===== src/source/cpu_macros.svh =====
`ifndef CPU_MACROS_SVH
`define CPU_MACROS_SVH

// data and address width
`define XLEN 32

// multiplier bits retired per cycle
`define MUL_STEP_BITS 8

// quotient bits per cycle
`define DIV_STEP_BITS 2

`endif


===== src/source/cpu_pkg.sv =====
`include "cpu_macros.svh"

package cpu_pkg;

	// compare codes return 0 or 1 in bit 0
	typedef enum logic [3:0] {
		ALU_ADD, ALU_SUB, ALU_SLL, ALU_SLT, ALU_SLTU, ALU_XOR, ALU_SRL,
		ALU_SRA, ALU_OR, ALU_AND, ALU_EQ, ALU_NE, ALU_GE, ALU_GEU
	} alu_op_t;

	typedef enum logic [2:0] {
		MEM_LB, MEM_LH, MEM_LW, MEM_LBU, MEM_LHU, MEM_SB, MEM_SH, MEM_SW
	} mem_op_t;

	typedef enum logic [1:0] {MUL_MUL, MUL_MULH, MUL_MULHSU, MUL_MULHU} mul_op_t;

	typedef enum logic [1:0] {DIV_DIV, DIV_DIVU, DIV_REM, DIV_REMU} div_op_t;

	typedef enum logic [2:0] {SEL_ALU, SEL_MEM, SEL_MUL, SEL_DIV} wb_src_t;

	// decoded instruction from decode
	typedef struct packed {
		logic [`XLEN-1:0] pc;
		logic [`XLEN-1:0] ir;
		logic [`XLEN-1:0] imm;
		logic [5:0] rs1_addr;
		logic [`XLEN-1:0] rs1_data;
		logic rs1_access;
		logic [5:0] rs2_addr;
		logic [`XLEN-1:0] rs2_data;
		logic rs2_access;
		logic [5:0] rd_addr;
		logic rd_access;
		logic sel_pc;
		logic sel_imm;
		wb_src_t wb_src;
		alu_op_t alu_op;
		mem_op_t mem_op;
		mul_op_t mul_op;
		div_op_t div_op;
		logic jump_ena;
		logic jump_ind;
		logic jump_alw;
		logic [1:0] fetch_resp;
		logic illegal_inst;
	} id_ex_t;

	// EX/MEM bundle
	typedef struct packed {
		logic [`XLEN-1:0] pc;
		logic [`XLEN-1:0] ir;
		logic [`XLEN-1:0] imm;
		logic [5:0] rd_addr;
		logic [`XLEN-1:0] rd_data;
		logic rd_access;
		wb_src_t wb_src;
		mem_op_t mem_op;
		logic [1:0] fetch_resp;
		logic illegal_inst;
		logic maligned_inst;
		logic maligned_load;
		logic maligned_store;
	} ex_mem_t;

	typedef struct packed {
		logic [5:0] rd_addr;
		logic [`XLEN-1:0] rd_data;
		logic rd_access;
	} fwd_t;

	typedef struct packed {
		logic [`XLEN-1:0] addr;
		logic [2:0] prot;
	} dmem_addr_t;

	typedef struct packed {
		logic [`XLEN-1:0] data;
		logic [3:0] strb;
	} dmem_wdata_t;

endpackage


===== src/source/alu.sv =====
`include "cpu_macros.svh"

module alu (
	input cpu_pkg::alu_op_t op,
	input logic [`XLEN-1:0] a,
	input logic [`XLEN-1:0] b,
	output logic [`XLEN-1:0] y
);
	import cpu_pkg::*;

	logic [4:0] shamt;
	logic lt_s;
	logic lt_u;

	assign shamt = b[4:0];
	assign lt_s = $signed(a) < $signed(b);
	assign lt_u = a < b;

	always_comb begin
		y = '0;
		case (op)
			ALU_ADD: y = a + b;
			ALU_SUB: y = a - b;
			ALU_SLL: y = a << shamt;
			ALU_SRL: y = a >> shamt;
			ALU_SRA: y = $signed(a) >>> shamt;
			ALU_XOR: y = a ^ b;
			ALU_OR: y = a | b;
			ALU_AND: y = a & b;
			// compares, also used by the branches
			ALU_SLT: y[0] = lt_s;
			ALU_SLTU: y[0] = lt_u;
			ALU_EQ: y[0] = a == b;
			ALU_NE: y[0] = a != b;
			ALU_GE: y[0] = !lt_s;
			ALU_GEU: y[0] = !lt_u;
			default: y = '0;
		endcase
	end

endmodule


===== src/source/int_multiplier.sv =====
`include "cpu_macros.svh"

module int_multiplier (
	input logic clk,
	input logic reset,
	input logic valid_in,
	output logic ready_out,
	output logic valid_out,
	input logic ready_in,
	input cpu_pkg::mul_op_t op,
	input logic [`XLEN-1:0] a,
	input logic [`XLEN-1:0] b,
	output logic [`XLEN-1:0] y
);
	import cpu_pkg::*;

	localparam int STEPS = `XLEN / `MUL_STEP_BITS;
	localparam int CNT_W = $clog2(STEPS);

	logic busy;
	logic [CNT_W-1:0] cnt;
	logic last_step;
	logic accept;
	logic signed [2*`XLEN-1:0] mcand;
	logic [`XLEN-1:0] mplier;
	logic signed [2*`XLEN-1:0] acc;
	logic signed [`MUL_STEP_BITS:0] digit;
	logic b_signed;
	logic high_word;

	assign accept = valid_in && ready_out;
	assign ready_out = !busy && !valid_out;
	assign last_step = cnt == CNT_W'(STEPS - 1);

	// top chunk of a signed multiplier has negative weight
	assign digit = {b_signed && last_step && mplier[`MUL_STEP_BITS-1],
		mplier[`MUL_STEP_BITS-1:0]};

	assign y = high_word ? acc[2*`XLEN-1:`XLEN] : acc[`XLEN-1:0];

	always_ff @(posedge clk, posedge reset) begin
		if (reset) begin
			busy <= 1'b0;
			valid_out <= 1'b0;
			cnt <= '0;
		end else if (accept) begin
			busy <= 1'b1;
			cnt <= '0;
		end else if (busy) begin
			cnt <= cnt + 1'b1;
			if (last_step) begin
				busy <= 1'b0;
				valid_out <= 1'b1;
			end
		end else if (valid_out && ready_in) begin
			valid_out <= 1'b0;
		end
	end

	always_ff @(posedge clk) begin
		if (accept) begin
			// sign-extend the multiplicand for MULH and MULHSU
			if (op == MUL_MULH || op == MUL_MULHSU)
				mcand <= {{`XLEN{a[`XLEN-1]}}, a};
			else
				mcand <= {{`XLEN{1'b0}}, a};
			mplier <= b;
			acc <= '0;
			b_signed <= op == MUL_MULH;
			high_word <= op != MUL_MUL;
		end else if (busy) begin
			acc <= acc + mcand * digit;
			mcand <= mcand <<< `MUL_STEP_BITS;
			mplier <= mplier >> `MUL_STEP_BITS;
		end
	end

	// decode only strobes a free unit
	a_strobe_when_free: assert property (
		@(posedge clk) disable iff (reset) valid_in |-> ready_out);

endmodule


===== src/source/int_divider.sv =====
`include "cpu_macros.svh"

module int_divider (
	input logic clk,
	input logic reset,
	input logic valid_in,
	output logic ready_out,
	output logic valid_out,
	input logic ready_in,
	input cpu_pkg::div_op_t op,
	input logic [`XLEN-1:0] a,
	input logic [`XLEN-1:0] b,
	output logic [`XLEN-1:0] y
);
	import cpu_pkg::*;

	localparam int STEPS = `XLEN / `DIV_STEP_BITS;
	localparam int CNT_W = $clog2(STEPS);

	logic busy;
	logic fix;
	logic [CNT_W-1:0] cnt;
	logic accept;
	logic signed_op;
	logic a_neg;
	logic b_neg;
	logic [`XLEN:0] rem;
	logic [`XLEN:0] rem_nx;
	logic [`XLEN-1:0] quo;
	logic [`XLEN-1:0] quo_nx;
	logic [`XLEN-1:0] dvs;
	logic neg_q;
	logic neg_r;
	logic sel_rem;
	logic [`XLEN-1:0] res;

	assign accept = valid_in && ready_out;
	assign ready_out = !busy && !fix && !valid_out;
	assign signed_op = op == DIV_DIV || op == DIV_REM;
	assign a_neg = signed_op && a[`XLEN-1];
	assign b_neg = signed_op && b[`XLEN-1];
	assign y = res;

	// restoring steps, dividend shifts out of quo as quotient shifts in
	always_comb begin
		rem_nx = rem;
		quo_nx = quo;
		for (int i = 0; i < `DIV_STEP_BITS; i++) begin
			rem_nx = {rem_nx[`XLEN-1:0], quo_nx[`XLEN-1]};
			quo_nx = {quo_nx[`XLEN-2:0], 1'b0};
			if (rem_nx >= {1'b0, dvs}) begin
				rem_nx = rem_nx - {1'b0, dvs};
				quo_nx[0] = 1'b1;
			end
		end
	end

	always_ff @(posedge clk, posedge reset) begin
		if (reset) begin
			busy <= 1'b0;
			fix <= 1'b0;
			valid_out <= 1'b0;
			cnt <= '0;
		end else if (accept) begin
			busy <= 1'b1;
			cnt <= '0;
		end else if (busy) begin
			cnt <= cnt + 1'b1;
			if (cnt == CNT_W'(STEPS - 1)) begin
				busy <= 1'b0;
				fix <= 1'b1;
			end
		end else if (fix) begin
			fix <= 1'b0;
			valid_out <= 1'b1;
		end else if (valid_out && ready_in) begin
			valid_out <= 1'b0;
		end
	end

	always_ff @(posedge clk) begin
		if (accept) begin
			quo <= a_neg ? -a : a;
			dvs <= b_neg ? -b : b;
			rem <= '0;
			// divide by zero keeps the all-ones quotient
			neg_q <= (a_neg ^ b_neg) && |b;
			neg_r <= a_neg;
			sel_rem <= op == DIV_REM || op == DIV_REMU;
		end else if (busy) begin
			rem <= rem_nx;
			quo <= quo_nx;
		end else if (fix) begin
			// overflow case falls out of the unsigned magnitudes
			if (sel_rem)
				res <= neg_r ? -rem[`XLEN-1:0] : rem[`XLEN-1:0];
			else
				res <= neg_q ? -quo : quo;
		end
	end

	a_hold_result: assert property (
		@(posedge clk) disable iff (reset) valid_out && !ready_in |=> valid_out);

endmodule


===== src/source/ex_stage.sv =====
`include "cpu_macros.svh"

module ex_stage (
	input logic clk,
	input logic reset,
	input logic valid_in,
	output logic ready_out,
	output logic valid_out,
	input logic ready_in,
	input logic valid_in_mul,
	output logic ready_out_mul,
	input logic valid_in_div,
	output logic ready_out_div,
	input cpu_pkg::id_ex_t id,
	input cpu_pkg::fwd_t mem_fwd,
	output logic jump_taken,
	output logic [`XLEN-1:0] jump_addr,
	output cpu_pkg::ex_mem_t ex,
	output cpu_pkg::dmem_addr_t dmem_aw,
	output cpu_pkg::dmem_addr_t dmem_ar,
	output cpu_pkg::dmem_wdata_t dmem_w,
	output logic dmem_awvalid,
	output logic dmem_wvalid,
	output logic dmem_arvalid,
	input logic dmem_awready,
	input logic dmem_wready,
	input logic dmem_arready
);
	import cpu_pkg::*;

	fwd_t ex_fwd;
	ex_mem_t ex_next;
	logic hit1_ex;
	logic hit1_mem;
	logic hit2_ex;
	logic hit2_mem;
	logic load_use;
	logic stall;
	logic unit_ready;
	logic accept;
	logic is_mem;
	logic valid_out_mul;
	logic valid_out_div;
	logic maligned_inst;
	logic maligned_load;
	logic maligned_store;
	logic [`XLEN-1:0] rs1_data;
	logic [`XLEN-1:0] rs2_data;
	logic [`XLEN-1:0] a;
	logic [`XLEN-1:0] b;
	logic [`XLEN-1:0] alu_out;
	logic [`XLEN-1:0] mul_out;
	logic [`XLEN-1:0] div_out;
	logic [`XLEN-1:0] rd_data;
	logic [`XLEN-1:0] req_addr;
	logic [`XLEN-1:0] req_wdata;
	logic [3:0] strb;

	function automatic logic src_hit(input logic [5:0] addr, input logic access, input fwd_t src);
		return access && |addr && src.rd_access && addr == src.rd_addr;
	endfunction

	assign ex_fwd = '{rd_addr: ex.rd_addr, rd_data: ex.rd_data, rd_access: ex.rd_access};
	assign hit1_ex = src_hit(id.rs1_addr, id.rs1_access, ex_fwd);
	assign hit1_mem = src_hit(id.rs1_addr, id.rs1_access, mem_fwd);
	assign hit2_ex = src_hit(id.rs2_addr, id.rs2_access, ex_fwd);
	assign hit2_mem = src_hit(id.rs2_addr, id.rs2_access, mem_fwd);

	// EX register wins over the memory stage
	assign rs1_data = hit1_ex ? ex.rd_data : (hit1_mem ? mem_fwd.rd_data : id.rs1_data);
	assign rs2_data = hit2_ex ? ex.rd_data : (hit2_mem ? mem_fwd.rd_data : id.rs2_data);

	assign load_use = (hit1_ex || hit2_ex) && ex.wb_src == SEL_MEM;
	assign stall = load_use || (id.wb_src == SEL_MUL && !valid_out_mul) ||
		(id.wb_src == SEL_DIV && !valid_out_div);
	assign ready_out = ready_in && !stall;
	assign unit_ready = ready_in && !load_use;
	assign accept = valid_in && ready_out;
	assign is_mem = id.wb_src == SEL_MEM;

	assign a = id.sel_pc ? id.pc : rs1_data;
	assign b = id.sel_imm ? id.imm : rs2_data;

	assign jump_taken = id.jump_ena && (alu_out[0] || id.jump_alw) && !load_use;
	assign jump_addr = id.jump_ind ? (rs1_data + id.imm) & ~`XLEN'(1) : id.pc + id.imm;
	assign maligned_inst = jump_taken && |jump_addr[1:0];

	always_comb begin
		maligned_load = 1'b0;
		maligned_store = 1'b0;
		if (is_mem) begin
			case (id.mem_op)
				MEM_LH, MEM_LHU: maligned_load = &alu_out[1:0];
				MEM_LW: maligned_load = |alu_out[1:0];
				MEM_SH: maligned_store = &alu_out[1:0];
				MEM_SW: maligned_store = |alu_out[1:0];
				default: ;
			endcase
		end
	end

	always_comb begin
		case (id.wb_src)
			SEL_MUL: rd_data = mul_out;
			SEL_DIV: rd_data = div_out;
			// load data arrives in the memory stage
			SEL_MEM: rd_data = '0;
			default: rd_data = alu_out;
		endcase
	end

	assign ex_next = '{pc: id.pc, ir: id.ir, imm: id.imm, rd_addr: id.rd_addr,
		rd_data: rd_data, rd_access: id.rd_access, wb_src: id.wb_src,
		mem_op: id.mem_op, fetch_resp: id.fetch_resp, illegal_inst: id.illegal_inst,
		maligned_inst: maligned_inst, maligned_load: maligned_load,
		maligned_store: maligned_store};

	always_comb begin
		strb = 4'b0000;
		if (dmem_awvalid) begin
			case (ex.mem_op)
				MEM_SB: strb = 4'b0001 << req_addr[1:0];
				MEM_SH: strb = 4'b0011 << req_addr[1:0];
				MEM_SW: strb = 4'b1111 << req_addr[1:0];
				default: strb = 4'b0000;
			endcase
		end
	end

	assign dmem_aw = '{addr: req_addr, prot: 3'b010};
	assign dmem_ar = '{addr: req_addr, prot: 3'b010};
	assign dmem_w = '{data: req_wdata, strb: strb};

	always_ff @(posedge clk, posedge reset) begin
		if (reset) begin
			valid_out <= 1'b0;
			ex <= '0;
			dmem_awvalid <= 1'b0;
			dmem_wvalid <= 1'b0;
			dmem_arvalid <= 1'b0;
		end else if (accept) begin
			valid_out <= 1'b1;
			ex <= ex_next;
			dmem_arvalid <= is_mem && id.rd_access;
			dmem_awvalid <= is_mem && !id.rd_access;
			dmem_wvalid <= is_mem && !id.rd_access;
		end else if (valid_out && ready_in) begin
			valid_out <= 1'b0;
			ex <= '0;
			dmem_awvalid <= 1'b0;
			dmem_wvalid <= 1'b0;
			dmem_arvalid <= 1'b0;
		end else begin
			if (dmem_awready)
				dmem_awvalid <= 1'b0;
			if (dmem_wready)
				dmem_wvalid <= 1'b0;
			if (dmem_arready)
				dmem_arvalid <= 1'b0;
		end
	end

	always_ff @(posedge clk) begin
		if (accept) begin
			req_addr <= alu_out;
			req_wdata <= rs2_data;
		end
	end

	alu u_alu (.op(id.alu_op), .a(a), .b(b), .y(alu_out));

	int_multiplier u_mul (
		.clk(clk), .reset(reset),
		.valid_in(valid_in_mul), .ready_out(ready_out_mul),
		.valid_out(valid_out_mul), .ready_in(unit_ready),
		.op(id.mul_op), .a(a), .b(b), .y(mul_out)
	);

	int_divider u_div (
		.clk(clk), .reset(reset),
		.valid_in(valid_in_div), .ready_out(ready_out_div),
		.valid_out(valid_out_div), .ready_in(unit_ready),
		.op(id.div_op), .a(a), .b(b), .y(div_out)
	);

	a_ex_stable: assert property (@(posedge clk) disable iff (reset)
		valid_out && !ready_in |=> valid_out && $stable(ex));

	// store address and data go out as a pair
	a_store_pair: assert property (@(posedge clk) disable iff (reset)
		$rose(dmem_awvalid) || $rose(dmem_wvalid) |-> dmem_awvalid && dmem_wvalid);

endmodule


===== config.mk =====
export PLATFORM = sky130hd
export DESIGN_NAME = ex_stage
export DESIGN_NICKNAME = d
export VERILOG_FILES = /design/src/source/cpu_pkg.sv /design/src/source/alu.sv /design/src/source/int_multiplier.sv /design/src/source/int_divider.sv /design/src/source/ex_stage.sv
export VERILOG_INCLUDE_DIRS = /design/src /design/src/source
export SDC_FILE = /design/constraint.sdc
export NUM_CORES = 2
export LEC_CHECK = 0
export BUFFER_PORTS_ARGS = -buffer_cell sky130_fd_sc_hd__buf_2
export CAP_MARGIN = 20
export CORE_ASPECT_RATIO = 0.7
export CORE_MARGIN = 2
export CORE_UTILIZATION = 50
export DETAILED_ROUTE_END_ITERATION = 10
export HOLD_SLACK_MARGIN = 0.1
export PLACE_DENSITY = 0.79
export SLEW_MARGIN = 10
export SYNTH_ARGS = -nofsm -noshare
export SYNTH_HDL_FRONTEND = slang
export SYNTH_SLANG_ARGS = --single-unit

===== constraint.sdc =====
create_clock -name clk -period 22.8 [get_ports clk]
set_input_delay 4.56 -clock clk [delete_from_list [all_inputs] [get_ports clk]]
set_output_delay 4.56 -clock clk [all_outputs]
set_load 0.1 [all_outputs]

# Word level (Yosys, flattened, before mapping)
# Cells that the tools add are included.
dict set report totals {
  output_inout_bits 293
  wordCells 244
  register_bits 519
  input_bits 251
}
dict set report op_classes {
  shift 6
  mul 1
  mux 63
  add_sub_neg 13
  reduce_logical 73
  n_bitwise 7
  eq_ne 39
  order_cmp 4
}
# op count
set op_table {}
lappend op_table {{2-to-1 mux 32 bit} 19}
lappend op_table {{2-to-1 mux 147 bit} 2}
lappend op_table {{one-hot mux 31 bit (8 select lines)} 1}
lappend op_table {{2-to-1 mux 64 bit} 3}
lappend op_table {{negator 32 bit} 4}
lappend op_table {{adder 32 bit} 3}
lappend op_table {{one-hot mux 32 bit (3 select lines)} 1}
lappend op_table {{subtractor 32 bit} 3}
lappend op_table {{>= comparator 33 x 32 -> 1 bit} 2}
lappend op_table {{adder 64 bit} 1}
lappend op_table {{< comparator 32 bit} 2}
lappend op_table {{multiplier 64 x 9 -> 64 bit} 1}
lappend op_table {{logical AND 1 bit} 34}
lappend op_table {{AND 32 bit} 1}
lappend op_table {{equality test 32 bit} 1}
lappend op_table {{!= test 32 bit} 1}
lappend op_table {{bitwise OR 32 bit} 1}
lappend op_table {{OR reduction 32 bit} 1}
lappend op_table {{<< shifter 32 x 5 -> 32 bit} 1}
lappend op_table {{right shift 32 x 5 -> 32 bit} 1}
lappend op_table {{>>> shifter 32 x 5 -> 32 bit} 1}
lappend op_table {{bitwise XOR 32 bit} 1}
lappend op_table {{equality test 4 bit, second input constant} 7}
lappend op_table {{2-to-1 mux 1 bit} 28}
lappend op_table {{32 further kinds} 86}

# Longest topological paths before layout
dict set report logic_depth {
  depth_word 15
  ltp_mapped 30
  depth_no_buf 28
}

# Hierarchy
# Synthesis repeated with hierarchy kept, for this count alone.
dict set report unflattened {
  hier_cells 7012
  area_unflattened_um2 60530.6
}
# module cells_each area_each_um2 seq_area_each_um2 n_inst
set modules_own_cells {}
lappend modules_own_cells {int_multiplier 2861 25693.4 4324.1 1}
lappend modules_own_cells {ex_stage 1458 14392.6 5700.5 1}
lappend modules_own_cells {int_divider 1392 11591.1 3788.6 1}
lappend modules_own_cells {alu 1301 8853.5 0.0 1}

# Least setup slack after synthesis
# Ideal clock, no wire load.
dict set report synth_timing {
  kind {input -> output}
  from {input port id[106] (netlist name)}
  to {output port jump_addr[30]}
  arrival_time_ns 10.428
  required_time_ns 18.240
  n_path_buf 2
  slack_ns 7.812
  path_stages 21
  path_cell_list {or4_4 -> o31ai_4 -> or3_1 -> buf_4 -> buf_6 -> a31oi_2 -> and2_1 -> fa_1 -> a21o_1 -> a21o_1 -> a2111oi_0 -> o211a_1 -> o41ai_1 -> a211oi_1 -> nor2_1 -> o21ai_0 -> a211o_1 -> o21ai_0 -> nand4_1 -> nand3_1 -> o22ai_1}
}
dict set report synth_between {
  elab_chain_cells 8
  elab_cells_between_ends 12
  classes_between {add/sub: 1; eq/ne: 2; mux: 3; reduce/logical: 6}
}
# item line_no
set synth_rtl {}
lappend synth_rtl {{start, declared} ex_stage.sv:14} ;# input cpu_pkg::id_ex_t id,
lappend synth_rtl {{OR reduction 6 bit} ex_stage.sv:60} ;# return access && |addr && src.rd_access && addr == src.rd_addr;
lappend synth_rtl {{logical AND 1 bit (3 in series)} ex_stage.sv:60}
lappend synth_rtl {{2-to-1 mux 32 bit} ex_stage.sv:70} ;# assign rs1_data = hit1_ex ? ex.rd_data : (hit1_mem ? mem_fwd.rd_data : id.rs1_data);
lappend synth_rtl {{2-to-1 mux 32 bit (*)} ex_stage.sv:70}
lappend synth_rtl {{adder 32 bit (*)} ex_stage.sv:85} ;# assign jump_addr = id.jump_ind ? (rs1_data + id.imm) & ~`XLEN'(1) : id.pc + id.imm;
lappend synth_rtl {{2-to-1 mux 32 bit (*)} ex_stage.sv:85}
lappend synth_rtl {{end, declared} ex_stage.sv:17} ;# output logic [`XLEN-1:0] jump_addr,
# Every way passes the cells marked *; elsewhere a longest branch is shown, timed or not.

# Worst setup path after layout
dict set report layout_timing {
  from {input port id[63] (netlist name)}
  to {output port jump_taken}
}
dict set report layout_between {
  elab_chain_cells 13
  elab_cells_between_ends 32
  classes_between {add/sub: 2; order compare: 2; eq/ne: 4; shift: 3; mux: 4; bitwise: 3; reduce/logical: 14}
}
# item line_no
set layout_rtl {}
lappend layout_rtl {{OR reduction 6 bit} ex_stage.sv:60}
lappend layout_rtl {{logical AND 1 bit (3 in series)} ex_stage.sv:60}
lappend layout_rtl {{2-to-1 mux 32 bit} ex_stage.sv:71} ;# assign rs2_data = hit2_ex ? ex.rd_data : (hit2_mem ? mem_fwd.rd_data : id.rs2_data);
lappend layout_rtl {{2-to-1 mux 32 bit (*)} ex_stage.sv:71}
lappend layout_rtl {{named net rs2_data[17]} ex_stage.sv:48} ;# logic [`XLEN-1:0] rs2_data;
lappend layout_rtl {{2-to-1 mux 32 bit (*)} ex_stage.sv:82} ;# assign b = id.sel_imm ? id.imm : rs2_data;
lappend layout_rtl {{< comparator 32 bit, on equally long branches} {alu.sv:17, alu.sv:16}}
lappend layout_rtl {{zero test 1 bit, on equally long branches} {alu.sv:36, alu.sv:35}}
lappend layout_rtl {{one-hot mux 1 bit (14 select lines) (*)} alu.sv:21} ;# case (op)
lappend layout_rtl {{named net alu_out[0]} ex_stage.sv:51} ;# logic [`XLEN-1:0] alu_out;
lappend layout_rtl {{logical OR 1 bit (*)} ex_stage.sv:84} ;# assign jump_taken = id.jump_ena && (alu_out[0] || id.jump_alw) && !load_use;
lappend layout_rtl {{logical AND 1 bit (*) (2 in series)} ex_stage.sv:84}
lappend layout_rtl {{end, declared} ex_stage.sv:16} ;# output logic jump_taken,
# The timed path passes the listed nets; every way through them passes the cells marked *.

==> impl_metrics.yaml <==
routing:
  drt-wirelength-per-cell_um: 33.28
  dr.first_iter.drc_count: 10439
  routed_via_density: 6.726
  num_vias: 59341
  drc: 0
  ant_nets: 0
  dr.pass1.iters: 7
  routed_wl_mm: 293.6
synthesis:
  synth_cells: 6931
  ys_seq_elements: 519
  synthTopCellsByArea: "fa_1, edfxtp_1, ha_1, dfrtp_1, nand2_1"
  syn_area_mm2: 0.05945
  synth_flop_cell: "edfxtp_1"
  synth.cells.most_frequent: "nand2_1, inv_1, fa_1"
  synth_enable_flop_cells: 261
  async_flop_share_pct: 31.21
  post_synth_num_cell_types: 97
  synth_top_area_share_pct: 15.79
  yosysSeqAreaShare_pct: 23.24
  synth_top_area_cell: "fa_1"
  synth.most_common_cell: "nand2_1"
  synth_warnings: 0
  avgSynthCellArea_um2: 8.577
cts:
  cts_resized: 0
  insertion_delay_ps: 700
  h-tree-depth: 2
  cts-root-buf: "clkbuf_16"
  cts_buffer_depth: 3
  cts_hold_buf: 0
  cts_inserted_buffers: 61
  clk_pin_slew_worst_paths_ps: 70
  cts_tree: "yes"
  cts.sinks: 519
  cts_setup_buffers: 0
global_route:
  grt.total_usage_pct: 47.02
  overflow: 0
  grt_pass1_wl_mm: 411.6
  grt_pass1_vias: 55050
  grt_max_degree: 153
  antenna_found_initial: 40
worst_setup_path:
  path_buf_inv: 4
  rr_worst_depth: 23
  crit_family: "simple AND/OR/NAND/NOR gates"
  crit_chain: "buf_2, xnor2_1, nand4_1, or2_2, nor2_2, buf_4, o21ai_0, mux2i_1, ha_1, nand4_1, or2_2, or3_1, nor2_1, o21ai_0, o311ai_0, o41ai_1, nor2_1, o311ai_0, buf_4, a211o_1, o211a_1, buf_2"
  start_kind: "primary input"
  cp_slowest_stage_delay_ps: 810
  required_ps: 18240
  crit_fanout: 29
  worst-setup-path-type: "in -> out"
  crit_arrival_ps: 11910
  end_kind: "primary output"
  slowest_stage: "nand4_1"
  cp.depth: 22
timing:
  slew_headroom_pct: 10.40
  setup_violations: 0
  fmax_mhz: 60.72
  tns_ps: 0
  layout_min_cycle_time_ps: 16470
  skew_ps: 24.04
  rsz0062_at_grt: "false"
  timing_hold_violations_final: 0
  fin_crit_sh_pct: 72.23
  drv_slew: 0
  worstMarginPinSlew_ps: 1330
  holdWs_ps: 486.5
placed_design:
  gp_congestion: 1.127
  place_area_mm2: 0.06316
  hpwl_mm: 233.1
  port_buffers: 537
die:
  die_w_um: 416.1
  die_h_um: 292.5
  ios: 544
  start_util_pct: 50.56
  rows: 105
  core_area_mm2: 0.1176
  die_area_mm2: 0.1217
layout:
  nets: 8286
  stdcell_area_mm2: 0.06536
  drive_gt1_share_pct: 13.16
  n_fill_cell: 10683
  area_growth_pct: 9.938
flow_run:
  cap_violations: 0
worst_hold_path:
  whs_path_depth: 2
  hold_class: "reg -> reg"
run_status:
  status: "finished clean"
routing by layer:
layer / routed length, um / vias up / track usage, %
met4: 12060 / 18 / 16.39
li1: - / 24594 / -
met3: 54460 / 569 / 24.36
met1: 120400 / 29263 / 68.58
met5: 126 / - / 0
met2: 106600 / 4897 / 57.70
sequential cells by signal (all words and copies together), names as in the netlist, 4 cells and up:
signal	count
ex	147
u_div.cnt	4
req_addr	32
u_mul.mcand	64
u_div.dvs	32
u_mul.acc	64
u_div.rem	32
req_wdata	32
u_mul.mplier	32
u_div.quo	32
u_div.y	32
final cells by class:
class	instances	area [um2]	share of cell area, %
Antenna cell	22	55.05	0.08423
Clock buffer	76	1708	2.613
Clock inverter	40	352.8	0.5399
Inverter	723	2729	4.175
Multi-Input combinational cell	5233	41120	62.91
Sequential cell	519	13810	21.13
Tap cell	1551	1941	2.969
Timing Repair Buffer	659	3641	5.571
per-stage QoR:
| step | utilization [%] | worst slack, ps | cells |
|---|---|---|---|
| after floorplan | - | 7812 | 6935 |
| after global placement | 53.70 | 6941 | 8675 |
| after detailed placement | 53.72 | 6784 | 8678 |
| after CTS | 55.47 | 6759 | 8794 |
| after global routing | 55.57 | 6181 | 8816 |
| final | 55.58 | 6331 | 8823 |
worst paths after layout:
| check | startpoint | endpoint | slack (ps) |
|---|---|---|---|
| setup reg to reg | u_mul.mplier[0]$_DFFE_PP_ | u_mul.acc[58]$_SDFFE_PP0P_ | 13380 |
| setup / recovery | id[63] | jump_taken | 6330 |
| max in group asynchronous | reset | ex[71]$_DFFE_PP0P_ | 16640 |
| hold / removal | u_mul.acc[13]$_SDFFE_PP0P_ | u_mul.acc[13]$_SDFFE_PP0P_ | 490 |
| min in group asynchronous | reset | ex[49]$_DFFE_PP0P_ | 3920 |
| hold reg to reg | u_mul.acc[13]$_SDFFE_PP0P_ | u_mul.acc[13]$_SDFFE_PP0P_ | 490 |
worst min-delay path, delay by kind of cell, from the launching register on:
family             cells  cell delay [ps]
DFF                    1              330
AOI/OAI and AO/OA      1               60
and+or+nand+nor        1               50
cells in the final DEF (no fill, tap or decap), types with 97 or more instances in the layout:
cell type | synthesis | routed
a21o_1 | 100 | 100
nand3_1 | 144 | 141
a31oi_1 | 109 | 109
nor3_1 | 101 | 98
inv_1 | 711 | 706
xor2_1 | 97 | 97
dfrtp_1 | 162 | 162
and2_1 | 299 | 299
a21oi_1 | 376 | 375
mux2i_1 | 125 | 124
fa_1 | 469 | 469
nor2_1 | 385 | 377
buf_2 | 40 | 538
nand2_1 | 801 | 796
a22o_1 | 123 | 123
xnor2_1 | 238 | 238
o21ai_0 | 432 | 431
edfxtp_1 | 261 | 261
buf_4 | 42 | 115
ha_1 | 369 | 369
kinds of logic after synthesis:
| family | share of synthesized area [%] |
|---|---|
| AO/OA/AOI/OAI | 19.54 |
| XOR/XNOR | 4.935 |
| adder cells (fa/ha/maj) | 23.58 |
| buffers and inverters | 7.857 |
| flip-flops | 23.24 |
| multiplexers | 4.298 |
| other | 0.01263 |
| AND/OR/NAND/NOR | 16.55 |
Power is not shown: default switching activity piles up to over one toggle a cycle in this logic, so the estimate is an artifact.
